$ cat src/rtl/rv64_defs.svh
`ifndef RV64_DEFS_SVH
`define RV64_DEFS_SVH

// datapath width
`define XLEN 64

// bytes per data word, one strobe bit each
`define XBYTES (`XLEN / 8)

// register file address width, 32 registers
`define REG_AW 5

// data RAM word address width
`define RAM_AW 9

// doublewords in the data RAM
`define RAM_DEPTH (1 << `RAM_AW)

`endif

$ cat src/rtl/mem_types_pkg.sv
`include "rv64_defs.svh"

package mem_types_pkg;

    // memory operation carried with each instruction
    typedef enum logic [3:0] {
        MEM_NONE = 4'd0,
        MEM_LB   = 4'd1,
        MEM_LH   = 4'd2,
        MEM_LW   = 4'd3,
        MEM_LD   = 4'd4,
        MEM_LBU  = 4'd5,
        MEM_LHU  = 4'd6,
        MEM_LWU  = 4'd7,
        MEM_SB   = 4'd8,
        MEM_SH   = 4'd9,
        MEM_SW   = 4'd10,
        MEM_SD   = 4'd11
    } mem_op_e;

    // one RAM word seen at each access size, index is the lane
    typedef union packed {
        logic [`XLEN-1:0]                 dword;
        logic [`XBYTES-1:0][7:0]          b;
        logic [`XLEN/16-1:0][15:0]        h;
        logic [`XLEN/32-1:0][31:0]        w;
    } load_word_u;

endpackage

$ cat src/rtl/wb_types_pkg.sv
package wb_types_pkg;

    // source of the value written back to rd
    typedef enum logic [1:0] {
        WREG_ALU = 2'd0, // arithmetic result
        WREG_RAM = 2'd1, // aligned load data
        WREG_PC  = 2'd2  // link address for jal/jalr
    } wreg_sel_e;

endpackage

$ cat src/rtl/dmem_if.sv
`timescale 1ns/1ps
`include "rv64_defs.svh"

interface dmem_if;

    logic                en;     // access this cycle
    logic                we;     // store, qualified by en
    logic [`RAM_AW-1:0]  addr;   // doubleword address
    logic [`XBYTES-1:0]  wstrb;
    logic [`XLEN-1:0]    wdata;
    logic [`XLEN-1:0]    rdata;  // valid one cycle after a read

    modport cpu (
        output en, we, addr, wstrb, wdata,
        input  rdata
    );

    modport ram (
        input  en, we, addr, wstrb, wdata,
        output rdata
    );

endinterface

$ cat src/rtl/ms_ws_if.sv
`timescale 1ns/1ps
`include "rv64_defs.svh"

interface ms_ws_if;
    import wb_types_pkg::*;

    logic              valid;
    logic              allowin;
    logic              reg_wen;
    logic [`REG_AW-1:0] rd;
    wreg_sel_e         wreg_sel;
    logic [`XLEN-1:0]  load_data;  // already extended
    logic [`XLEN-1:0]  alu_result;
    logic [`XLEN-1:0]  pc;

    modport ms (
        output valid, reg_wen, rd, wreg_sel, load_data, alu_result, pc,
        input  allowin
    );

    modport ws (
        input  valid, reg_wen, rd, wreg_sel, load_data, alu_result, pc,
        output allowin
    );

endinterface

$ cat src/rtl/mem_stage.sv
`timescale 1ns/1ps
`include "rv64_defs.svh"

module mem_stage (
    input  logic                      clk,
    input  logic                      rst,
    input  logic                      es_to_ms_valid,
    output logic                      ms_allowin,
    input  logic                      es_reg_wen,
    input  logic [`REG_AW-1:0]        es_rd,
    input  wb_types_pkg::wreg_sel_e   es_wreg_sel,
    input  mem_types_pkg::mem_op_e    es_mem_op,
    input  logic [`XLEN-1:0]          es_alu_result,
    input  logic [`XLEN-1:0]          es_store_data,
    input  logic [`XLEN-1:0]          es_pc,
    dmem_if.cpu                       dmem,
    ms_ws_if.ms                       ws
);
    import mem_types_pkg::*;
    import wb_types_pkg::*;

    logic               ms_valid;
    logic               ms_ready_go;
    logic               accept;
    logic               es_is_load;
    logic               es_is_store;
    logic               es_ld_req;
    logic [2:0]         st_lane;     // byte lane of the store
    logic [`XBYTES-1:0] st_strb;

    logic               ms_reg_wen;
    logic [`REG_AW-1:0] ms_rd;
    wreg_sel_e          ms_wreg_sel;
    mem_op_e            ms_mem_op;
    logic [`XLEN-1:0]   ms_alu_result;
    logic [`XLEN-1:0]   ms_pc;
    logic [2:0]         ms_off;
    load_word_u         ld_word;
    logic [7:0]         ld_byte;
    logic [15:0]        ld_half;
    logic [31:0]        ld_wrd;

    assign ms_ready_go = 1'b1;
    assign ms_allowin  = !ms_valid || (ms_ready_go && ws.allowin);
    assign accept      = es_to_ms_valid && ms_allowin;

    assign es_is_load  = es_mem_op inside {MEM_LB, MEM_LH, MEM_LW, MEM_LD,
                                           MEM_LBU, MEM_LHU, MEM_LWU};
    assign es_is_store = es_mem_op inside {MEM_SB, MEM_SH, MEM_SW, MEM_SD};
    assign es_ld_req   = accept && es_is_load;

    always_comb begin
        st_lane = 3'd0;
        st_strb = '0;
        case (es_mem_op)
            MEM_SB: begin
                st_lane = es_alu_result[2:0];
                st_strb = 8'h01 << st_lane;
            end
            MEM_SH: begin
                st_lane = {es_alu_result[2:1], 1'b0};
                st_strb = 8'h03 << st_lane;
            end
            MEM_SW: begin
                st_lane = {es_alu_result[2], 2'b00};
                st_strb = 8'h0f << st_lane;
            end
            MEM_SD:  st_strb = 8'hff;
            default: ;
        endcase
    end

    // RAM request is made in the accept cycle
    assign dmem.en    = accept && (es_is_load || es_is_store);
    assign dmem.we    = accept && es_is_store;
    assign dmem.addr  = es_alu_result[`RAM_AW+2:3];
    assign dmem.wstrb = st_strb;
    assign dmem.wdata = es_store_data << {st_lane, 3'b000};

    always_ff @(posedge clk) begin
        if (rst) begin
            ms_valid <= 1'b0;
        end else if (ms_allowin) begin
            ms_valid <= es_to_ms_valid;
        end
        if (accept) begin
            ms_reg_wen    <= es_reg_wen;
            ms_rd         <= es_rd;
            ms_wreg_sel   <= es_wreg_sel;
            ms_mem_op     <= es_mem_op;
            ms_alu_result <= es_alu_result;
            ms_pc         <= es_pc;
            ms_off        <= es_alu_result[2:0];
        end
    end

    // pick the addressed field out of the returned word
    assign ld_word = dmem.rdata;
    assign ld_byte = ld_word.b[ms_off];
    assign ld_half = ld_word.h[ms_off[2:1]];
    assign ld_wrd  = ld_word.w[ms_off[2]];

    always_comb begin
        case (ms_mem_op)
            MEM_LB:  ws.load_data = {{(`XLEN-8){ld_byte[7]}}, ld_byte};
            MEM_LH:  ws.load_data = {{(`XLEN-16){ld_half[15]}}, ld_half};
            MEM_LW:  ws.load_data = {{(`XLEN-32){ld_wrd[31]}}, ld_wrd};
            MEM_LD:  ws.load_data = ld_word.dword;
            MEM_LBU: ws.load_data = {{(`XLEN-8){1'b0}}, ld_byte};
            MEM_LHU: ws.load_data = {{(`XLEN-16){1'b0}}, ld_half};
            MEM_LWU: ws.load_data = {{(`XLEN-32){1'b0}}, ld_wrd};
            default: ws.load_data = '0;
        endcase
    end

    assign ws.valid      = ms_valid && ms_ready_go;
    assign ws.reg_wen    = ms_reg_wen;
    assign ws.rd         = ms_rd;
    assign ws.wreg_sel   = ms_wreg_sel;
    assign ws.alu_result = ms_alu_result;
    assign ws.pc         = ms_pc;

    // a load request carries no store strobes
    a_ld_st_excl: assert property (@(posedge clk) disable iff (rst)
        !(es_ld_req && dmem.wstrb != '0));

endmodule

$ cat src/flat_wrapper.sv
// flat-port wrapper written by rule: the top's interface ports become plain ports
module mem_stage_flat import mem_types_pkg::*; import wb_types_pkg::*;
  (clk, rst, es_to_ms_valid, ms_allowin, es_reg_wen, es_rd, es_wreg_sel, es_mem_op, es_alu_result, es_store_data, es_pc, dmem_en, dmem_we, dmem_addr, dmem_wstrb, dmem_wdata, dmem_rdata, ws_valid, ws_reg_wen, ws_rd, ws_wreg_sel, ws_load_data, ws_alu_result, ws_pc, ws_allowin);
  dmem_if dmem_i ();
  ms_ws_if ws_i ();
  input  logic clk;
  input  logic rst;
  input  logic es_to_ms_valid;
  output logic ms_allowin;
  input  logic es_reg_wen;
  input  logic [`REG_AW-1:0] es_rd;
  input  wb_types_pkg::wreg_sel_e es_wreg_sel;
  input  mem_types_pkg::mem_op_e es_mem_op;
  input  logic [`XLEN-1:0] es_alu_result;
  input  logic [`XLEN-1:0] es_store_data;
  input  logic [`XLEN-1:0] es_pc;
  output wire logic [$bits(dmem_i.en)-1:0] dmem_en;
  output wire logic [$bits(dmem_i.we)-1:0] dmem_we;
  output wire logic [$bits(dmem_i.addr)-1:0] dmem_addr;
  output wire logic [$bits(dmem_i.wstrb)-1:0] dmem_wstrb;
  output wire logic [$bits(dmem_i.wdata)-1:0] dmem_wdata;
  input wire logic [$bits(dmem_i.rdata)-1:0] dmem_rdata;
  output wire logic [$bits(ws_i.valid)-1:0] ws_valid;
  output wire logic [$bits(ws_i.reg_wen)-1:0] ws_reg_wen;
  output wire logic [$bits(ws_i.rd)-1:0] ws_rd;
  output wire logic [$bits(ws_i.wreg_sel)-1:0] ws_wreg_sel;
  output wire logic [$bits(ws_i.load_data)-1:0] ws_load_data;
  output wire logic [$bits(ws_i.alu_result)-1:0] ws_alu_result;
  output wire logic [$bits(ws_i.pc)-1:0] ws_pc;
  input wire logic [$bits(ws_i.allowin)-1:0] ws_allowin;
  assign dmem_en = dmem_i.en;
  assign dmem_we = dmem_i.we;
  assign dmem_addr = dmem_i.addr;
  assign dmem_wstrb = dmem_i.wstrb;
  assign dmem_wdata = dmem_i.wdata;
  assign dmem_i.rdata = dmem_rdata;
  assign ws_valid = ws_i.valid;
  assign ws_reg_wen = ws_i.reg_wen;
  assign ws_rd = ws_i.rd;
  assign ws_wreg_sel = ws_i.wreg_sel;
  assign ws_load_data = ws_i.load_data;
  assign ws_alu_result = ws_i.alu_result;
  assign ws_pc = ws_i.pc;
  assign ws_i.allowin = ws_allowin;
  mem_stage u_core (.clk(clk), .rst(rst), .es_to_ms_valid(es_to_ms_valid), .ms_allowin(ms_allowin), .es_reg_wen(es_reg_wen), .es_rd(es_rd), .es_wreg_sel(es_wreg_sel), .es_mem_op(es_mem_op), .es_alu_result(es_alu_result), .es_store_data(es_store_data), .es_pc(es_pc), .dmem(dmem_i), .ws(ws_i));
endmodule
$ cat config.mk
export PLATFORM = sky130hd
export DESIGN_NAME = mem_stage_flat
export DESIGN_NICKNAME = d
export VERILOG_FILES = /design/src/rtl/mem_types_pkg.sv /design/src/rtl/wb_types_pkg.sv /design/src/rtl/dmem_if.sv /design/src/rtl/ms_ws_if.sv /design/src/rtl/mem_stage.sv /design/src/flat_wrapper.sv
export VERILOG_INCLUDE_DIRS = /design/src /design/src/rtl
export SDC_FILE = /design/constraint.sdc
export NUM_CORES = 1
export LEC_CHECK = 0
export BUFFER_PORTS_ARGS = -buffer_cell sky130_fd_sc_hd__buf_2
export CORE_AREA = 2 2 215 217
export CTS_CLUSTER_SIZE = 40
export DETAILED_ROUTE_END_ITERATION = 8
export DIE_AREA = 0 0 217 219
export PLACE_DENSITY_LB_ADDON = 0.25
export SYNTH_ARGS = -nofsm -noshare
export SYNTH_HDL_FRONTEND = slang
export SYNTH_SLANG_ARGS = --single-unit
$ cat constraint.sdc
create_clock -name clk -period 8.6 [get_ports clk]
set_clock_uncertainty 0.05 [all_clocks]
set_input_delay 0.86 -clock clk [delete_from_list [all_inputs] [get_ports clk]]
set_output_delay 0.86 -clock clk [all_outputs]
set_load 0.005 [all_outputs]
After elaboration in Yosys (flattened, before gate mapping)
Cells that the tools add are included.
{"block": "classes", "shift": 4, "n_eq_ne": 18, "n_reduce_logical": 8, "mux": 9, "magnitude_cmp": 3}
{"operator": "one-hot mux 64 bit (7 select lines)", "count": 1}
{"operator": "two-way mux 32 bit", "count": 2}
{"operator": "<< shifter 64 x 6 -> 64 bit", "count": 1}
{"operator": "binary-select mux 16 bit (select 2 bit)", "count": 1}
{"operator": "equality test 4 x 3 -> 1 bit (second input constant)", "count": 8}
{"operator": "one-hot mux 8 bit (4 select lines)", "count": 1}
{"operator": "binary-select mux 8 bit (select 3 bit)", "count": 1}
{"operator": "equality test 4 x 2 -> 1 bit (second input constant)", "count": 4}
{"operator": "equality test 4 bit (second input constant)", "count": 4}
{"operator": "two-way mux 16 bit", "count": 1}
{"operator": "one-hot mux 3 bit (3 select lines)", "count": 1}
{"operator": "equality test 4 x 1 -> 1 bit (second input constant)", "count": 2}
{"operator": "two-way mux 8 bit", "count": 1}
{"operator": "<< shifter 1 x 3 -> 8 bit (first input constant)", "count": 1}
{"operator": "<< shifter 2 x 3 -> 8 bit (first input constant)", "count": 1}
{"operator": "<< shifter 4 x 3 -> 8 bit (first input constant)", "count": 1}
{"operator": "nonzero test 7 bit", "count": 1}
{"operator": "< comparator 3 x 4 -> 1 bit (second input constant)", "count": 1}
{"operator": "nonzero test 4 bit", "count": 1}
{"operator": "logical AND 1 bit", "count": 3}
{"operator": "< comparator 2 x 3 -> 1 bit (second input constant)", "count": 1}
{"operator": "logical OR 1 bit", "count": 2}
{"operator": "< comparator 1 x 2 -> 1 bit (second input constant)", "count": 1}
{"operator": "zero test 1 bit", "count": 1}
{"block": "totals", "regBits": 144}

Longest topological paths before layout
Gate-level depths: netlist of the first run.
{"block": "depth", "ltp_word": 4, "depth_mapped": 8, "mapped_depth_nobuf": 4}

Worst setup path before layout of the first run
No wires, ideal clock.
{"block": "synth_timing", "path_kind": "in2reg", "start": "input ws_allowin", "end": "register u_core.ms_mem_op[0], enable pin", "arrival_ps": 3813, "n_path_buf": 0, "setup_slack_ps": 4244, "stages": 3, "required_time_ps": 8057, "path_cell_list": "nand2b_1 nand2_1 inv_1"}
{"block": "synth_via", "elab_chain_cells": 2}
{"element": "start: declaration", "line_no": "flat_wrapper.sv:30", "source": "input wire logic [$bits(ws_i.allowin)-1:0] ws_allowin;"}
{"element": "logical OR 1 bit", "line_no": "mem_stage.sv:44", "source": "assign ms_allowin = !ms_valid || (ms_ready_go && ws.allowin);"}
{"element": "logical AND 1 bit", "line_no": "mem_stage.sv:45", "source": "assign accept = es_to_ms_valid && ms_allowin;"}
{"element": "named net u_core.accept", "line_no": "mem_stage.sv:24", "source": "logic accept;"}
{"element": "end signal: assignment", "line_no": "mem_stage.sv:90", "source": "ms_mem_op <= es_mem_op;"}
{"element": "end: declaration", "line_no": "mem_stage.sv:34", "source": "mem_op_e ms_mem_op;"}
The timed path passes the listed nets, and every way through them passes these cells.
A chain may end at the register's enable or synchronous reset.

Worst setup path after layout of the first run
{"block": "layout_timing", "start": "input es_mem_op[1]", "end": "output dmem_wdata[46]"}
{"block": "layout_via", "elab_chain_cells": 3, "word_cells_on_any_way": 5, "classes_between": "3 x eq/ne; 1 x shift; 1 x mux"}
{"element": "start: declaration", "line_no": "flat_wrapper.sv:13", "source": "input mem_types_pkg::mem_op_e es_mem_op;"}
{"element": "equality test 4 bit", "line_no": "mem_stage.sv:55", "source": "case (es_mem_op)"}
{"element": "one-hot mux 3 bit (3 select lines) (*)", "line_no": "mem_stage.sv:55"}
{"element": "<< shifter 64 x 6 -> 64 bit (*)", "line_no": "mem_stage.sv:78", "source": "assign dmem.wdata = es_store_data << {st_lane, 3'b000};"}
{"element": "end: declaration", "line_no": "flat_wrapper.sv:21", "source": "output wire logic [$bits(dmem_i.wdata)-1:0] dmem_wdata;"}
Mark *: on every way between the ends. The rest lies on a longest branch, timed or not.

==> results of run 1 <==
-- layer usage --
metal  share of wire  routed length, µm
met1            0.41              15800
met2            0.51              19600
met3           0.072               2780
met4           0.015                567
met5         0.00041                 16
-- cell type report --
cell class | count | share of cell area
Clock buffer | 17 | 0.0341
Inverter | 11 | 0.00371
Timing Repair Buffer | 577 | 0.236
Clock inverter | 15 | 0.0136
Multi-Input combinational cell | 514 | 0.313
Tap cell | 600 | 0.0602
Sequential cell | 141 | 0.339
-- power groups by stage --
stage               Clock [µW]  Combinational [µW]  Sequential [µW]
global route               788                 437              820
global placement             0                 405              831
floorplan                    0                 172              839
finish                     734                 405              816
CTS                        762                 408              816
detailed placement           0                 406              831
-- stage by stage --
stage	cell area, µm²	power [µW]	utilization	cells	hold slack, ps
floorplan	8510	1010	-	743	480
finish	12500	1950	0.276	1875	483
global route	12500	2040	0.276	1875	506
detailed placement	11900	1240	0.263	1843	469
global placement	11900	1240	0.263	1843	471
CTS	12500	1990	0.276	1875	484
-- worst max-delay path, cell delays in order --
cell and delay (ps):
buf_2 190, or3b_2 770, nor4_2 900, a22oi_1 250, o211ai_1 200, buf_2 170
-- sequential cells by signal (all words and copies together), names as in the netlist --
register and cells:
u_core.ws.rd 5, u_core.ws.pc 64, u_core.ms_mem_op 4, u_core.ws.wreg_sel 2, u_core.ms_off 2, u_core.ws.alu_result 62
u_core.ws.reg_wen 1, u_core.ws.valid 1
-- kinds of logic after synthesis --
| logic type | after synthesis | synth area share |
|---|---|---|
| simple gates | 236 | 0.151 |
| compound gates | 167 | 0.145 |
| flops | 141 | 0.497 |
| buf+inv | 88 | 0.0507 |
| mux | 111 | 0.157 |
-- cell usage in the layout, fill, tap and decap left out, types with 8 or more instances in the layout --
cell type  synthesis  routed
edfxtp_1         140     140
a22oi_1            9       9
nand3_1           15      14
buf_2             15     556
nor2b_1           15      13
mux4_2            15      15
a221oi_1          13      13
nor2_1            33      31
o21ai_0           26      26
o211ai_1           8       8
a211oi_1          15      15
nand2_1           94      94
and3_1            14      14
clkbuf_16          0      17
a221o_1           35      35
inv_1              9       8
nand3_2           30      31
nand2b_1          10      10
mux2i_1           69      69
mux2_2            27      27
a21oi_1           37      36
buf_4             12      21
-- path summary, 6_finish.rpt --
path / slack [ps] / from / to / cells past startpoint
setup / recovery: 4330 / es_mem_op[1] / dmem_wdata[46] / 6
hold / removal: 480 / u_core.ws.valid$_SDFFE_PP0N_ / u_core.ws.valid$_SDFFE_PP0N_ / 2
hold reg to reg: 480 / u_core.ws.valid$_SDFFE_PP0N_ / u_core.ws.valid$_SDFFE_PP0N_ / 2
setup reg to reg: 6060 / u_core.ws.valid$_SDFFE_PP0N_ / u_core.ws.alu_result[31]$_DFFE_PP_ / 4
==> metrics, run 1 <==
Critical Path Source Type=primary input; die footprint=47,500 µm²; combined flip-flop and latch cell area=4220 µm²; met2 capacity usage during global routing=0.266; sum of routed wire length over all layers=38,800 µm; post-CTS resize count=0; most instantiated cells after synthesis=edfxtp_1 (140), nand2_1 (94), mux2i_1 (69); Mean Syn Cell Area=11.4 µm²; Top-Level Pins=557; Mapped Cells=743; final weighted congestion in routability-driven placement=0.870; net switching power figure=577 µW; Worst-Skew Late Latency=430 ps; Setup CP Type=in2out; most instantiated flip-flop cell in the synthesis netlist=edfxtp_1; number of enable-type register cells in the synthesized netlist=140; GR Util All Layers=0.154; combinational share of power=0.207; top post-synthesis cells by area=edfxtp_1 (49%), mux2i_1 (8.1%), nand2_1 (4.1%), a221o_1 (4.1%), mux4_2 (4.0%); status=finished clean; switching part of the total power=0.295; GR Layer Usage met3=0.0345; Flop pwr share=0.417; post-synthesis net count=1,015; y dimension of the die=219 µm; capturing element type of the critical path=output port; count of unique library cells instantiated by Yosys=55; maximum number of pins on one net before global-route repair=79; number of placement rows=78; count of vias placed by the detailed router=8,662; buffers inserted during post-CTS setup optimization=0; Detail Placement HPWL=30,500 µm; count of filler cells inserted in the layout=4,818; Bufs on Longest Clock Path=2; share of flip-flops with an asynchronous set or reset after synthesis=0; fraction of met1 tracks used by global routing=0.194; final cycle utilization of the critical path=0.497; Required @ worst endpoint=7690 ps; CTS clk-pin slew, worst paths=70 ps; multi-input gate area in the final layout=3910 µm²; biggest area consumer among synthesized cells=edfxtp_1; number of buffers inserted by hold repair at cts=0; leading cell type by number of instances after synthesis=edfxtp_1; final worst-path setup slack=4330 ps; Clock Root Buffer=clkbuf_16; first-pass GRT wire length=55,400 µm; Ys Warns=0; vias in the first global route=8,397; number of antenna-violating nets in the routed design=0; Achievable Freq=234 MHz; clock tree from TritonCTS=done; maxcap violations=0; fin crit period=4270 ps; Final #Nets=1,534; Worst Max-Slew Pin Slew=1010 ps; remaining global-route overflow=0; total count of hold-check failures in the final report=0; effective utilization at floorplan=0.189; Arr. time, crit path=3360 ps; worst IR drop on VDD=0.162 mV; setup repair after global routing missed its margin=false; number of max-slew violations in the final report=0; die width=217 µm; Total Neg Setup Slack=0 ps; register area share after synthesis=0.497; dpl ws=4340 ps; endpoints failing setup=0; ratio of routed vias to standard cells=4.62; global route hottest layer=met2; areal power density over the cells=157 nW/µm²; internal power of the cells=1380 µW; clock net sink count=141; H-tree lvl count=4; Starting DRT DRC Count=584; count of buffers inserted at the top-level ports=556; area of the core region=45,100 µm²; number of diodes=0; DRT Pass-1 Iters=6; post-synth top area share=0.494; Max Fanout on Critical Path=27; number of antenna violations at the first check in global routing=2; number of synthesized register bits=141; class of the tightest hold or removal check=reg2reg; proportion of power drawn by the clock network=0.375; tightest slew margin relative to the limit=0.328; Inserted Clock Buffers=17; Static Leak=0.00579 µW; Post-Synthesis Cell Area=8510 µm²; average wire length per cell after detail routing=20.7 µm; # DRC=0; share of post-route cells with drive strength above 1=0.550; area overhead of the layout relative to synthesis=46.5%
No activity file was read; power rests on OpenSTA's default activity.
==> inputs of run 2 (changes only) <==
--- a/config.mk
+++ b/config.mk
@@ -7,10 +7,10 @@
 export NUM_CORES = 1
 export LEC_CHECK = 0
 export BUFFER_PORTS_ARGS = -buffer_cell sky130_fd_sc_hd__buf_2
-export CORE_AREA = 2 2 215 217
+export CORE_AREA = 2 2 214 216
 export CTS_CLUSTER_SIZE = 40
 export DETAILED_ROUTE_END_ITERATION = 8
-export DIE_AREA = 0 0 217 219
+export DIE_AREA = 0 0 216 218
 export PLACE_DENSITY_LB_ADDON = 0.25
 export SYNTH_ARGS = -nofsm -noshare
 export SYNTH_HDL_FRONTEND = slang
==> constraint.sdc (replaced) <==
create_clock -name clk -period 3.7 [get_ports clk]
set_clock_uncertainty 0.05 [all_clocks]
set_input_delay 0.37 -clock clk [delete_from_list [all_inputs] [get_ports clk]]
set_output_delay 0.37 -clock clk [all_outputs]
set_load 0.005 [all_outputs]
==> run 2 against run 1 <==
Effect of this change:
- cell count rose by 0.96%
- clock power rose by 140%
- via count rose by 0.29%
- clock-buffer cell count did not move
- die area fell by 0.92%
- combinational power rose by 130%
- register-to-register slack got worse by 4300 ps
- design area rose by 1.3%
- sequential cell count did not move
- core utilization rose by 0.48 points
- non-clock buffer count rose by 17
- worst hold slack got worse by 420 ps
- critical endpoint is now ws_load_data[31]
==> metrics, run 2 (synthesis results as in run 1) <==
worst IR drop on VDD=0.218 mV (+34%); sum of routed wire length over all layers=39,400 µm (+1.5%); fraction of met1 tracks used by global routing=0.198 (+0.00393); maximum number of pins on one net before global-route repair=65 (-18%); share of post-route cells with drive strength above 1=0.556 (+0.00592); tightest slew margin relative to the limit=0.202 (-0.127); die width=216 µm (-0.46%); area overhead of the layout relative to synthesis=48.4%; Inserted Clock Buffers=17 (unchanged); Detail Placement HPWL=31,300 µm (+2.8%); # placed instances=1,860 (+0.92%); Post-Layout Cell Count=1,893 (+0.96%); Setup CP Type=reg2out; ratio of routed vias to standard cells=4.59 (-0.66%); dpl ws=707 ps (-3630 ps); Critical Path Source Type=register; Starting DRT DRC Count=471 (-19%); average wire length per cell after detail routing=20.8 µm (+0.51%); area of the core region=44,900 µm² (-0.43%); total count of hold-check failures in the final report=0 (unchanged); GR Util All Layers=0.157 (+0.00274); met2 capacity usage during global routing=0.272 (+0.00568); cell area after layout=12,600 µm² (+1.3%); Achievable Freq=293 MHz; instance area at placement=12,000 µm² (+1.2%); Bufs on Longest Clock Path=2 (unchanged); final worst-path setup slack=284 ps (-4040 ps); most used cells in the layout excluding fill and tap cells=buf_2 (556), edfxtp_1 (140), nand2_1 (94); Required @ worst endpoint=3280 ps (-4410 ps); number of placement rows=78 (unchanged); global route hottest layer=met2; y dimension of the die=218 µm (-0.46%); Worst Max-Slew Pin Slew=1200 ps (+191 ps); Design Power=4590 µW (+130%); endpoints failing setup=0 (unchanged); Static Leak=0.00588 µW (+1.6%); number of antenna-violating nets in the routed design=0 (unchanged); count of buffers inserted at the top-level ports=556 (unchanged); Total Neg Setup Slack=0 ps (unchanged); H-tree lvl count=4 (unchanged); Top-Level Pins=557 (unchanged); clock net sink count=141 (unchanged); class of the tightest hold or removal check=in2reg; maxcap violations=0 (unchanged); post-CTS resize count=0 (unchanged); clock tree from TritonCTS=done; GR Layer Usage met3=0.0343 (-0.000202); first-pass GRT wire length=55,800 µm (+0.86%); leading cell type in the layout, fill and taps excluded=buf_2; areal power density over the cells=363 nW/µm² (+130%); number of antenna violations at the first check in global routing=6 (+4); combined flip-flop and latch cell area=4220 µm² (unchanged); capturing element type of the critical path=output port; Worst-Skew Late Latency=410 ps (-20 ps); setup repair after global routing missed its margin=false; number of buffers inserted by hold repair at cts=0 (unchanged); fin crit period=3420 ps; final weighted congestion in routability-driven placement=0.871 (+0.16%); number of flip-flops under the largest register name=64 (unchanged); effective utilization at floorplan=0.189 (+0.000820); Clock Root Buffer=clkbuf_16; Final #Nets=1,551 (+1.1%); final cycle utilization of the critical path=0.923; # DRC=0 (unchanged); remaining global-route overflow=0 (unchanged); count of filler cells inserted in the layout=4,878 (+1.2%); register-to-register setup slack=1720 ps (-4340 ps); status=finished clean; number of max-slew violations in the final report=0 (unchanged); count of vias placed by the detailed router=8,687 (+0.29%); Arr. time, crit path=3000 ps (-360 ps); Max Fanout on Critical Path=33 (+22%); multi-input gate area in the final layout=3910 µm² (unchanged); DRT Pass-1 Iters=5 (-1); CTS clk-pin slew, worst paths=80 ps (about the same); die footprint=47,100 µm² (-0.92%); buffers inserted during post-CTS setup optimization=0 (unchanged); vias in the first global route=8,558 (+1.9%)
## run 2: routing by layer
metal	vias up	routed length, µm
met5	-	36
met4	6	574
met3	46	2630
met2	400	19900
met1	4286	16200
li1	3949	-
## run 2: final timing paths
path / depth (start not counted) / from / end
max reg2reg: 4 / u_core.ws.valid$_SDFFE_PP0N_ / u_core.ws.alu_result[19]$_DFFE_PP_
max: 6 / u_core.ms_mem_op[1]$_DFFE_PP_ / ws_load_data[31]
min reg2reg: 2 / u_core.ws.valid$_SDFFE_PP0N_ / u_core.ws.valid$_SDFFE_PP0N_
min: 1 / es_pc[40] / u_core.ws.pc[40]$_DFFE_PP_
## run 2: layout make-up
class / count / share of cell area
Sequential cell: 141 / 0.335
Multi-Input combinational cell: 514 / 0.309
Timing Repair Buffer: 594 / 0.244
Tap cell: 600 / 0.0595
Clock buffer: 17 / 0.0337
Clock inverter: 15 / 0.0149
Inverter: 11 / 0.00357
Antenna cell: 1 / 0.000198
## run 2: per-stage QoR
stage	utilization	hold WS (ps)
global route	0.281	38.8
CTS	0.281	33.0
global placement	0.267	462
detailed placement	0.267	470
finish	0.281	63.2
floorplan	-	389
## run 2: critical path, cell delays in order (launching register included)
cell      delay (ps)
edfxtp_1         510
or3b_1           620
a311o_1          470
or3_1            320
buf_4            290
o311ai_0         170
buf_2            200
## run 2: power by group
part           switching, µW  leakage (µW)  total, µW  internal [µW]
Clock                    816      0.000294       1740            921
Combinational            514       0.00423        950            436
Sequential              31.1       0.00136       1900           1870
Total                   1360       0.00588       4590           3220
==> inputs of run 3 (changes only) <==
--- a/config.mk
+++ b/config.mk
@@ -6,11 +6,12 @@
 export SDC_FILE = /design/constraint.sdc
 export NUM_CORES = 1
 export LEC_CHECK = 0
+export ABC_AREA = 1
 export BUFFER_PORTS_ARGS = -buffer_cell sky130_fd_sc_hd__buf_2
-export CORE_AREA = 2 2 214 216
+export CORE_AREA = 2 2 216 218
 export CTS_CLUSTER_SIZE = 40
 export DETAILED_ROUTE_END_ITERATION = 8
-export DIE_AREA = 0 0 216 218
+export DIE_AREA = 0 0 218 220
 export PLACE_DENSITY_LB_ADDON = 0.25
 export SYNTH_ARGS = -nofsm -noshare
 export SYNTH_HDL_FRONTEND = slang
==> run 3 against run 2 <==
Effect of this change:
- cell count rose by 17%
- critical endpoint is now ws_load_data[59]
- via count rose by 16%
- sequential share of layout area rose by 0.34 points
- critical path depth rose by 2
- worst hold slack got worse by 21 ps
- highest routed layer unchanged
- largest power group unchanged
- sequential power barely moved
==> metrics, run 3 <==
status=finished clean; fin crit period=3090 ps (-326 ps); biggest area consumer among synthesized cells=edfxtp_1; post-synth top area share=0.485 (-0.00934); Mapped Cells=1,089 (+47%); endpoints failing setup=0 (unchanged); largest family of logic cells by synthesized area=simple AND/OR/NAND/NOR gates; complex-gate fraction of the synthesized area=0.0690 (-0.0761); Max Fanout on Critical Path=18 (-45%); Mean Syn Cell Area=7.96 µm² (-30%); Bufs on Longest Clock Path=2 (unchanged); Required @ worst endpoint=3280 ps (about the same); number of antenna violations at the first check in global routing=7 (+1); # DRC=0 (unchanged); Critical Path Source Type=register; final weighted congestion in routability-driven placement=0.926 (+6.3%); switching part of the total power=0.289 (-0.00820); maxcap violations=0 (unchanged); count of buffers inserted at the top-level ports=556 (unchanged); die width=218 µm (+0.93%); setup repair after global routing missed its margin=false; number of placement rows=79 (+1.3%); Flop pwr share=0.427 (+0.013); instance area at placement=11,900 µm² (-0.64%); GR Util All Layers=0.161 (+0.00409); Final #Nets=1,864 (+20%); number of synthesized register bits=141 (unchanged); Top delay family on crit path=buffers and inverters; post-CTS resize count=0 (unchanged); Starting DRT DRC Count=835 (+77%); effective utilization at floorplan=0.189 (-0.000437); capturing element type of the critical path=output port; total count of hold-check failures in the final report=0 (unchanged); buffers inserted during post-CTS setup optimization=0 (unchanged); critical path buffer and inverter count=3 (+1); remaining global-route overflow=0 (unchanged); post-synthesis net count=1,361 (+34%); proportion of power drawn by the clock network=0.363 (-0.016); number of buffers inserted by hold repair at cts=0 (unchanged); maximum cell stage delay along the critical path=560 ps (-60 ps); Arr. time, crit path=2670 ps (-330 ps); register area share after synthesis=0.487 (-0.00939); combinational share of power=0.210 (+0.003); count of unique library cells instantiated by Yosys=27 (-51%); number of flip-flops under the largest register name=64 (unchanged); net switching power figure=1290 µW (-5.0%); Worst-Skew Late Latency=420 ps (about the same); worst IR drop on VDD=0.251 mV (+15%); ratio of routed vias to standard cells=4.56 (-0.66%); DRT Pass-1 Iters=5 (unchanged); vias in the first global route=9,457 (+11%); internal power of the cells=3190 µW (-1.2%); most instantiated flip-flop cell in the synthesis netlist=edfxtp_1; share of flip-flops with an asynchronous set or reset after synthesis=0 (unchanged); most used cells in the layout excluding fill and tap cells=buf_2 (556), nand2_1 (282), nand3_1 (219); Top-Level Pins=557 (unchanged); final cycle utilization of the critical path=0.835 (-0.0882); chain of cells forming the critical path=inv_2 > nand2_1 > nand3_1 > nand2_1 > a21oi_2 > buf_4 > nand3_1 > buf_2; Total Neg Setup Slack=0 ps (unchanged); top post-synthesis cells by area=edfxtp_1 (48%), nand3_1 (13%), nand2_1 (12%), nand4_1 (4.8%), o21ai_0 (3.5%); clock net sink count=141 (unchanged); average wire length per cell after detail routing=18.4 µm (-12%); y dimension of the die=220 µm (+0.92%); first-pass GRT wire length=58,400 µm (+4.6%); area of the core region=45,900 µm² (+2.2%); synthesized-area fraction occupied by and/or/nand/nor cells=0.359 (+0.208); Post-Layout Cell Count=2,213 (+17%); Detail Placement HPWL=32,000 µm (+2.3%); number of enable-type register cells in the synthesized netlist=140 (unchanged); Static Leak=0.00621 µW (+5.5%); count of vias placed by the detailed router=10,100 (+16%); CTS clk-pin slew, worst paths=60 ps (-20 ps); most instantiated cells after synthesis=nand2_1 (282), nand3_1 (220), edfxtp_1 (140); area overhead of the layout relative to synthesis=44.1%; Achievable Freq=324 MHz (+11%); Inserted Clock Buffers=17 (unchanged); class of the tightest hold or removal check=in2reg; H-tree lvl count=4 (unchanged); # placed instances=2,180 (+17%); share of synthesized area spent on multiplexers=0.00346 (-0.153); Setup CP Type=reg2out; tightest slew margin relative to the limit=0.435 (+0.234); maximum number of pins on one net before global-route repair=73 (+12%); slowest library cell on the worst path=edfxtp_1; die footprint=48,000 µm² (+1.9%); areal power density over the cells=358 nW/µm² (-1.3%); number of max-slew violations in the final report=0 (unchanged); Clock Root Buffer=clkbuf_16; leading cell type by number of instances after synthesis=nand2_1; adder-cell share of the synthesized area=0 (unchanged); cell area after layout=12,500 µm² (-0.99%); Post-Synthesis Cell Area=8670 µm² (+1.9%); sum of routed wire length over all layers=40,600 µm (+3.1%); leading cell type in the layout, fill and taps excluded=buf_2; Synth Area in XOR/XNOR=0 (unchanged); number of antenna-violating nets in the routed design=0 (unchanged); Ys Warns=0 (unchanged); Worst Max-Slew Pin Slew=845 ps (-352 ps); share of post-route cells with drive strength above 1=0.393 (-0.163); clock tree from TritonCTS=done
run 3: layer usage:
layer	GRT usage	part of all wire	up-vias
li1	-	-	4816
met1	0.208	0.42	4708
met2	0.263	0.48	515
met3	0.0433	0.083	43
met4	0.0424	0.016	6
met5	0	0.00094	-
run 3: final cells by class:
cell class	count	area (µm²)
Fill cell	5088	33400
Sequential cell	141	4220
Multi-Input combinational cell	793	3750
Timing Repair Buffer	578	2960
Tap cell	607	759
Clock buffer	18	429
Inverter	61	233
Clock inverter	14	135
Antenna cell	1	2.50
run 3: worst reg2reg max path, stage by stage, from the launching register on:
cell,delay [ps]
dfxtp_1,340
nand2_1,90
nand2_1,240
clkinvlp_4,750
buf_12,520
run 3: final timing paths:
kind	from	depth (start not counted)	to	slack (ps)
worst min-delay path	rst	2	u_core.ws.valid$_SDFFE_PP0N_	40
worst max register to register	u_core.ws.valid$_SDFFE_PP0N_	4	u_core.ws.pc[55]$_DFFE_PP_	1380
worst min register to register	u_core.ws.valid$_SDFFE_PP0N_	2	u_core.ws.valid$_SDFFE_PP0N_	470
worst max-delay path	u_core.ms_off[1]$_DFFE_PP_	8	ws_load_data[59]	610
run 3: kinds of logic after synthesis:
logic type | Yosys count
DFF | 141
buffers and inverters | 155
AOI/OAI and AO/OA | 110
and+or+nand+nor | 680
muxes | 3
run 3: power by group through the flow:
stage                     sequential (µW)  clock [µW]  combinational (µW)
after global routing                 1920        1740                1040
after CTS                            1910        1700                 951
final                                1910        1630                 940
after global placement               1940           0                 948
after detailed placement             1950           0                 947
after floorplan                      1950           0                 404
run 3: metrics by stage:
step / utilization / total power (µW) / hold slack, ps / setup slack (ps)
after global routing: 0.272 / 4710 / 19.7 / 405
after floorplan: - / 2350 / 389 / 534
final: 0.272 / 4480 / 41.9 / 611
after CTS: 0.272 / 4560 / 4.53 / 548
after detailed placement: 0.260 / 2890 / 457 / 924
after global placement: 0.260 / 2890 / 451 / 995
